[src/common/i2cPkg.sv]
package i2cPkg;

	// one quarter of an SCL period in I2Cclk cycles, 125 gives 100 kHz from 50 MHz
	localparam int quarterTicks = 4;
	localparam int quarterW = $clog2(quarterTicks);

	localparam int idleBits = 2; // bus idle between transactions, in bit times
	localparam int gapCycles = idleBits * 4 * quarterTicks;
	localparam int gapW = $clog2(gapCycles);

	localparam logic [6:0] sensorAddr = 7'h48;
	localparam logic [7:0] pointerReg = 8'h00; // temperature register

	// hex digit to segments, bit order g down to a
	localparam logic [15:0][6:0] segTable = {
		7'h71, 7'h79, 7'h5E, 7'h39, 7'h7C, 7'h77, 7'h6F, 7'h7F,
		7'h07, 7'h7D, 7'h6D, 7'h66, 7'h4F, 7'h5B, 7'h06, 7'h3F
	};

	typedef enum logic [3:0] {
		stIdle,
		stStart,
		stAddrW,
		stPointer,
		stRestart,
		stAddrR,
		stReadHi,
		stReadLo,
		stStop,
		stGap
	} seqState_t;

	typedef enum logic [1:0] {
		opStart,
		opStop,
		opWrite,
		opRead
	} shiftOp_t;

	typedef struct packed {
		shiftOp_t op;
		logic [7:0] txByte;
		logic masterAck; // 0 acknowledges the byte read
	} shiftCmd_t;

	typedef struct packed {
		logic [7:0] rxByte;
		logic slaveNack;
	} shiftResult_t;

	typedef struct packed {
		logic addrWNack;
		logic pointerNack;
		logic addrRNack;
	} ackStatus_t;

	typedef logic [15:0] sensorReading_t;

	typedef struct packed {
		logic [6:0] digit3;
		logic [6:0] digit2;
		logic [6:0] digit1;
		logic [6:0] digit0;
	} segDisplay_t;

endpackage

[src/hdl/sensorReaderTop.sv]
`timescale 1ns/1ns

module sensorReaderTop import i2cPkg::*; (
	input logic I2Cclk,
	input logic reset,
	input logic sdaIn,
	output logic sdaDriveLow,
	output logic scl,
	output segDisplay_t segments,
	output sensorReading_t reading,
	output logic readingValid,
	output ackStatus_t ackStatus
);

	logic tick;
	logic [1:0] phase;
	shiftCmd_t cmd;
	logic cmdGo;
	logic busy;
	logic done;
	shiftResult_t result;

	sclTimer i_sclTimer (
		.I2Cclk(I2Cclk),
		.reset(reset),
		.tick(tick),
		.phase(phase)
	);

	i2cShifter i_i2cShifter (
		.I2Cclk(I2Cclk),
		.reset(reset),
		.tick(tick),
		.phase(phase),
		.cmd(cmd),
		.cmdGo(cmdGo),
		.sdaIn(sdaIn),
		.sdaDriveLow(sdaDriveLow),
		.scl(scl),
		.busy(busy),
		.done(done),
		.result(result)
	);

	i2cSequencer i_i2cSequencer (
		.I2Cclk(I2Cclk),
		.reset(reset),
		.busy(busy),
		.done(done),
		.result(result),
		.cmd(cmd),
		.cmdGo(cmdGo),
		.ackStatus(ackStatus),
		.reading(reading),
		.readingValid(readingValid)
	);

	sevenSegDecode i_sevenSegDecode (
		.I2Cclk(I2Cclk),
		.reset(reset),
		.reading(reading),
		.readingValid(readingValid),
		.segments(segments)
	);

endmodule

[src/hdl/sevenSegDecode.sv]
`timescale 1ns/1ns

module sevenSegDecode import i2cPkg::*; (
	input logic I2Cclk,
	input logic reset,
	input sensorReading_t reading,
	input logic readingValid,
	output segDisplay_t segments
);

	logic [3:0] nib3;
	logic [3:0] nib2;
	logic [3:0] nib1;
	logic [3:0] nib0;

	assign nib3 = reading[15:12];
	assign nib2 = reading[11:8];
	assign nib1 = reading[7:4];
	assign nib0 = reading[3:0];

	always_ff @(posedge I2Cclk) begin
		if (reset) begin
			segments.digit3 <= segTable[0]; // display reads 0000 until the first value
			segments.digit2 <= segTable[0];
			segments.digit1 <= segTable[0];
			segments.digit0 <= segTable[0];
		end else if (readingValid) begin
			segments.digit3 <= segTable[nib3];
			segments.digit2 <= segTable[nib2];
			segments.digit1 <= segTable[nib1];
			segments.digit0 <= segTable[nib0];
		end
	end

endmodule

[src/i2cMaster/i2cSequencer.sv]
`timescale 1ns/1ns

module i2cSequencer import i2cPkg::*; (
	input logic I2Cclk,
	input logic reset,
	input logic busy,
	input logic done,
	input shiftResult_t result,
	output shiftCmd_t cmd,
	output logic cmdGo,
	output ackStatus_t ackStatus,
	output sensorReading_t reading,
	output logic readingValid
);

	seqState_t state;
	logic issued;
	logic [gapW-1:0] gapCnt;
	logic [7:0] hiByte;

	// the command follows the state, the shifter latches it on cmdGo
	always_comb begin
		cmd.op = opStop;
		cmd.txByte = 8'h00;
		cmd.masterAck = 1'b1;
		case (state)
			stStart, stRestart: cmd.op = opStart;
			stAddrW: begin
				cmd.op = opWrite;
				cmd.txByte = {sensorAddr, 1'b0};
			end
			stPointer: begin
				cmd.op = opWrite;
				cmd.txByte = pointerReg;
			end
			stAddrR: begin
				cmd.op = opWrite;
				cmd.txByte = {sensorAddr, 1'b1};
			end
			stReadHi: begin
				cmd.op = opRead;
				cmd.masterAck = 1'b0;
			end
			stReadLo: begin
				cmd.op = opRead;
				cmd.masterAck = 1'b1; // NACK ends the read
			end
			default: cmd.op = opStop;
		endcase
	end

	always_ff @(posedge I2Cclk) begin
		if (reset) begin
			state <= stIdle;
			issued <= 1'b0;
			cmdGo <= 1'b0;
			gapCnt <= '0;
			ackStatus <= '0;
			reading <= '0;
			readingValid <= 1'b0;
		end else begin
			cmdGo <= 1'b0;
			readingValid <= 1'b0;
			case (state)
				stIdle: state <= stStart;
				stGap: begin
					if (gapCnt == gapW'(gapCycles - 1)) begin
						gapCnt <= '0;
						state <= stStart;
					end else begin
						gapCnt <= gapCnt + 1'b1;
					end
				end
				default: begin
					if (!issued && !busy) begin
						cmdGo <= 1'b1;
						issued <= 1'b1;
						if (state == stStart) begin
							ackStatus <= '0;
						end
					end else if (done) begin
						issued <= 1'b0;
						case (state)
							stStart: state <= stAddrW;
							stAddrW: begin
								ackStatus.addrWNack <= result.slaveNack;
								state <= result.slaveNack ? stStop : stPointer;
							end
							stPointer: begin
								ackStatus.pointerNack <= result.slaveNack;
								state <= result.slaveNack ? stStop : stRestart;
							end
							stRestart: state <= stAddrR;
							stAddrR: begin
								ackStatus.addrRNack <= result.slaveNack;
								state <= result.slaveNack ? stStop : stReadHi;
							end
							stReadHi: state <= stReadLo;
							stReadLo: begin
								reading <= {hiByte, result.rxByte};
								readingValid <= 1'b1;
								state <= stStop;
							end
							default: state <= stGap; // STOP is on the bus
						endcase
					end
				end
			endcase
		end
	end

	always_ff @(posedge I2Cclk) begin
		if (done && state == stReadHi) begin
			hiByte <= result.rxByte;
		end
	end

endmodule

[src/i2cMaster/i2cShifter.sv]
`timescale 1ns/1ns

module i2cShifter import i2cPkg::*; (
	input logic I2Cclk,
	input logic reset,
	input logic tick,
	input logic [1:0] phase,
	input shiftCmd_t cmd,
	input logic cmdGo,
	input logic sdaIn,
	output logic sdaDriveLow,
	output logic scl,
	output logic busy,
	output logic done,
	output shiftResult_t result
);

	shiftOp_t op;
	logic [7:0] shiftReg;
	logic masterAck;
	logic [3:0] bitCnt;
	logic started;
	logic ackBit;
	logic lastBit;

	assign ackBit = (bitCnt == 4'd8);
	assign lastBit = (op == opStart) || (op == opStop) || ackBit;

	always_ff @(posedge I2Cclk) begin
		if (reset) begin
			busy <= 1'b0;
			started <= 1'b0;
			done <= 1'b0;
			bitCnt <= 4'd0;
			sdaDriveLow <= 1'b0;
			scl <= 1'b1;
		end else begin
			done <= 1'b0;
			if (!busy) begin
				if (cmdGo) begin
					busy <= 1'b1;
					bitCnt <= 4'd0;
				end
			end else if (tick && (started || phase == 2'd0)) begin
				case (phase)
					2'd0: begin
						started <= 1'b1; // every operation begins on a bit boundary
						case (op)
							opStart: sdaDriveLow <= 1'b0;
							opStop: sdaDriveLow <= 1'b1;
							opWrite: sdaDriveLow <= ackBit ? 1'b0 : !shiftReg[7];
							default: sdaDriveLow <= ackBit ? !masterAck : 1'b0;
						endcase
					end
					2'd1: scl <= 1'b1;
					2'd2: begin
						if (op == opStart) begin
							sdaDriveLow <= 1'b1; // falling SDA with SCL high
						end else if (op == opStop) begin
							sdaDriveLow <= 1'b0; // rising SDA with SCL high
						end
					end
					default: begin
						scl <= (op == opStop); // the bus rests with SCL high
						if (lastBit) begin
							busy <= 1'b0;
							started <= 1'b0;
							done <= 1'b1;
						end else begin
							bitCnt <= bitCnt + 4'd1;
						end
					end
				endcase
			end
		end
	end

	always_ff @(posedge I2Cclk) begin
		if (cmdGo && !busy) begin
			op <= cmd.op;
			shiftReg <= cmd.txByte;
			masterAck <= cmd.masterAck;
		end else if (tick && started) begin
			if (phase == 2'd2 && ackBit) begin
				result.rxByte <= shiftReg;
				result.slaveNack <= (op == opWrite) && sdaIn; // released line means no ACK
			end else if (phase == 2'd2 && op == opRead) begin
				shiftReg <= {shiftReg[6:0], sdaIn}; // MSB arrives first
			end else if (phase == 2'd3 && op == opWrite && !ackBit) begin
				shiftReg <= {shiftReg[6:0], 1'b0};
			end
		end
	end

endmodule

[src/i2cMaster/sclTimer.sv]
`timescale 1ns/1ns

module sclTimer import i2cPkg::*; (
	input logic I2Cclk,
	input logic reset,
	output logic tick,
	output logic [1:0] phase
);

	logic [quarterW-1:0] count;

	always_ff @(posedge I2Cclk) begin
		if (reset) begin
			count <= quarterW'(quarterTicks - 1);
			tick <= 1'b0;
		end else begin
			if (count == '0) begin
				count <= quarterW'(quarterTicks - 1);
				tick <= 1'b1;
			end else begin
				count <= count - 1'b1;
				tick <= 1'b0;
			end
		end
	end

	// phase moves on with the same edge that the shifter acts on the tick
	always_ff @(posedge I2Cclk) begin
		if (reset) begin
			phase <= 2'd0;
		end else if (tick) begin
			phase <= phase + 2'd1; // wraps from 3 back to 0
		end
	end

endmodule

[config.mk]
export PLATFORM = sky130hd
export DESIGN_NAME = sensorReaderTop
export DESIGN_NICKNAME = d
export VERILOG_FILES = /design/src/common/i2cPkg.sv /design/src/hdl/sensorReaderTop.sv /design/src/hdl/sevenSegDecode.sv /design/src/i2cMaster/i2cSequencer.sv /design/src/i2cMaster/i2cShifter.sv /design/src/i2cMaster/sclTimer.sv
export SDC_FILE = /design/constraint.sdc
export NUM_CORES = 1
export LEC_CHECK = 0
export ABC_AREA = 1
export BUFFER_PORTS_ARGS = -buffer_cell sky130_fd_sc_hd__buf_2
export CAP_MARGIN = 40
export CORE_ASPECT_RATIO = 1.4
export CORE_MARGIN = 1.5
export CORE_UTILIZATION = 61
export CTS_CLUSTER_DIAMETER = 30
export DETAILED_ROUTE_END_ITERATION = 16
export PLACE_DENSITY = 0.82
export SYNTH_ARGS = -nofsm -noshare
export SYNTH_HDL_FRONTEND = slang
export SYNTH_SLANG_ARGS = --single-unit
[constraint.sdc]
create_clock -name I2Cclk -period 5.9 [get_ports I2Cclk]
set_input_delay 0.295 -clock I2Cclk [delete_from_list [all_inputs] [get_ports I2Cclk]]
set_output_delay 0.295 -clock I2Cclk [all_outputs]
set_load 0.05 [all_outputs]
==> results_dict.tcl <==
set metrics [dict create \
    status "finished, final reports clean" \
    synth_area_mm2 0.00494 \
    avgRoutedWirePerCell_um 13.7 \
    ys_warn_count 0 \
    diodes 0 \
    grt_util_all_layers_pct 25.9 \
    antenna_left 0 \
    rows 38 \
    synthAdderAreaFrac_pct 9.37 \
    drv_slew 0 \
    dieArea_mm2 0.00866 \
    async_flop_share_pct 0 \
    final_layout_size_suffix_gt1_share_pct 14.1 \
    p_total_mw 1.71 \
    max-slew-margin-rel_pct 49.8 \
    finalSetupViolCount 0 \
    layout_min_cycle_time_ns 1.87 \
    peakVddDrop_mv 0.265 \
    area.growth.synth_to_final_pct 10.8 \
    synthSimpleGateAreaFrac_pct 22.1 \
    fin_worst_skew_ns 0.00810 \
    tns_ns 0 \
    routed_wl_mm 10.5 \
    hold_viol 0 \
    synth_area_per_cell_um2 8.05 \
    die_h_um 109 \
    drt_iter0_drc 239 \
    ys.flop_type "dfxtp_1" \
    antenna_found_initial 0 \
    grt_pass1_vias 4049 \
    timing.max_cap.violations 0 \
    cts_setup_buffers 0 \
    rsz0062_at_grt "false" \
    synth.most_common_cell "nand2_1" \
    ys_types 33 \
    vias 4255 \
    hold_buffers 0 \
    arrival_ns 1.95 \
    hp-class "in -> reg" \
    synth_common_cells "nand2_1 (127), dfxtp_1 (73), a21oi_1 (66)" \
    ios 53 \
    synthTopCellsByArea "dfxtp_1 (30%), edfxtp_1 (17%), nand2_1 (9.6%), ha_1 (9.4%), a21oi_1 (6.7%)" \
    synth_edf_count 28 \
    drc 0 \
    start_util_pct 63.4 \
    grt_pass1_wl_mm 17.6 \
    clock.fmax_mhz 534 \
    power-per-cell-area_mw_per_mm2 312 \
    cts_tree "yes" \
    synth_top_area_share_pct 29.6 \
    ys_ff_latch 101 \
    gp_congestion 0.872 \
    fin_area_mm2 0.00548 \
    clk_pin_slew_ns 0.10 \
    dp.cells 753 \
    htreeDepth 3 \
    root_buffer "clkbuf_8" \
    end_kind "register" \
    cts_made_buffers 9 \
    fin_util_pct 70.2 \
    grt_max_degree 35 \
    die_x_um 79.1 \
    core_mm2 0.00780 \
    ctsResizeCount 0 \
    fin_cells 769 \
    final_nets 704 \
    multiInputGateArea_mm2 0.00231 \
    dr.pass1.iters 5 \
    regArea_mm2 0.00230 \
    viasPerCell 5.53 \
    finalCritPeriodShare_pct 31.8 \
    leakage_nw 2.33 \
    synth_mux_area_share_pct 0 \
    crit_required_ns 5.98 \
    synth_top_family_by_area "simple AND/OR/NAND/NOR gates" \
    place_hpwl_mm 7.67 \
    clock-sinks 101 \
    port_buffers 52 \
    nFillCells 620 \
    synth_compound_area_share_pct 15.0 \
    insertion_delay_ns 0.37 \
    clockBufferDepth 2 \
    startpoint_type "register" \
    place_area_mm2 0.00527 \
    synth_xor_area_share_pct 0.355 \
    synth_nets 654 \
    path_max_fanout 10 \
    crit_type "reg -> reg" \
    ys_seq_area_share_pct 46.6 \
    gr-total-overflow 0 \
    yosysTopAreaCell "dfxtp_1" \
    tightestPinTransition_ns 0.752 \
    synthCells 614 \
]
-- metal layers --
metal / GRT usage [%] / up-vias / wire (µm)
li1: - / 2130 / -
met1: 28.1 / 1951 / 4260
met2: 48.1 / 149 / 5540
met3: 4.56 / 25 / 455
met4: 12.4 / 0 / 265
met5: 0 / - / 0
-- sequential cells by signal, indices dropped and copies added (netlist names), 4 cells and up --
register / cells
i_i2cSequencer.gapCnt: 5
i_i2cSequencer.hiByte: 8
i_i2cSequencer.state: 4
i_i2cSequencer.reading: 16
i_i2cShifter.bitCnt: 4
i_i2cShifter.shiftReg: 8
i_i2cShifter.result: 9
i_sevenSegDecode.segments: 28
-- layout by cell type (no fill, tap or decap), drive strengths merged, types with 2 or more instances in the layout --
master    synthesis  layout
dfxtp            73      73
nand2           135     135
nand3            36      36
a21oi            67      67
o211a             2       2
clkbuf            9       9
o211ai            6       6
or2               2       2
clkinv            3       4
nor3              5       5
o21ai            61      61
ha               37      37
nand4             3       3
buf               7      55
clkinvlp          0       2
inv              62      65
o22ai             4       4
xnor2             2       2
edfxtp           28      28
nor2             69      69
-- stage by stage --
stage	hold slack [ns]	setup slack [ns]
after floorplan	0.365	3.91
after global placement	0.372	3.70
after detailed placement	0.394	3.86
after CTS	0.248	4.04
after global routing	0.268	3.85
final	0.267	4.03
-- report_power, final --
group | switching [mW] | internal, mW
Sequential | 0.0531 | 0.789
Combinational | 0.291 | 0.120
Clock | 0.253 | 0.201
Total | 0.597 | 1.11
-- cells by family (layout without fill, tap and decap cells) --
logic type | after synthesis | count (layout)
and+or+nand+nor | 252 | 252
AOI/OAI and AO/OA | 141 | 141
DFF | 101 | 101
buffers and inverters | 81 | 136
adders and majority gates | 37 | 37
xor gates and xnor gates | 2 | 2
-- final timing paths --
kind	startpoint	to	slack, ns	cells after the start
min	sdaIn	i_i2cShifter.result[0]$_DFFE_PP_	0.27	2
max reg2reg	i_i2cShifter.busy$_SDFF_PP0_	i_i2cShifter.result[4]$_DFFE_PP_	4.03	5
min reg2reg	i_sclTimer.count[0]$_SDFF_PP1_	i_sclTimer.count[0]$_SDFF_PP1_	0.41	1
max	i_i2cShifter.busy$_SDFF_PP0_	i_i2cShifter.result[4]$_DFFE_PP_	4.03	5
-- critical path, stage by stage (launching register included) --
cell      delay, ns
dfxtp_1        0.41
inv_2          0.11
nand2_1        0.18
clkinv_1       0.29
nor3_1         0.33
buf_2          0.26
-- cell type report --
| type | count | area share (%) |
|---|---|---|
| Clock buffer | 9 | 2.26 |
| Inverter | 65 | 4.48 |
| Timing Repair Buffer | 55 | 5.25 |
| Clock inverter | 7 | 1.46 |
| Tap cell | 100 | 2.28 |
| Multi-Input combinational cell | 432 | 42.2 |
| Sequential cell | 101 | 42.0 |
(Power assumes the default switching activity.)
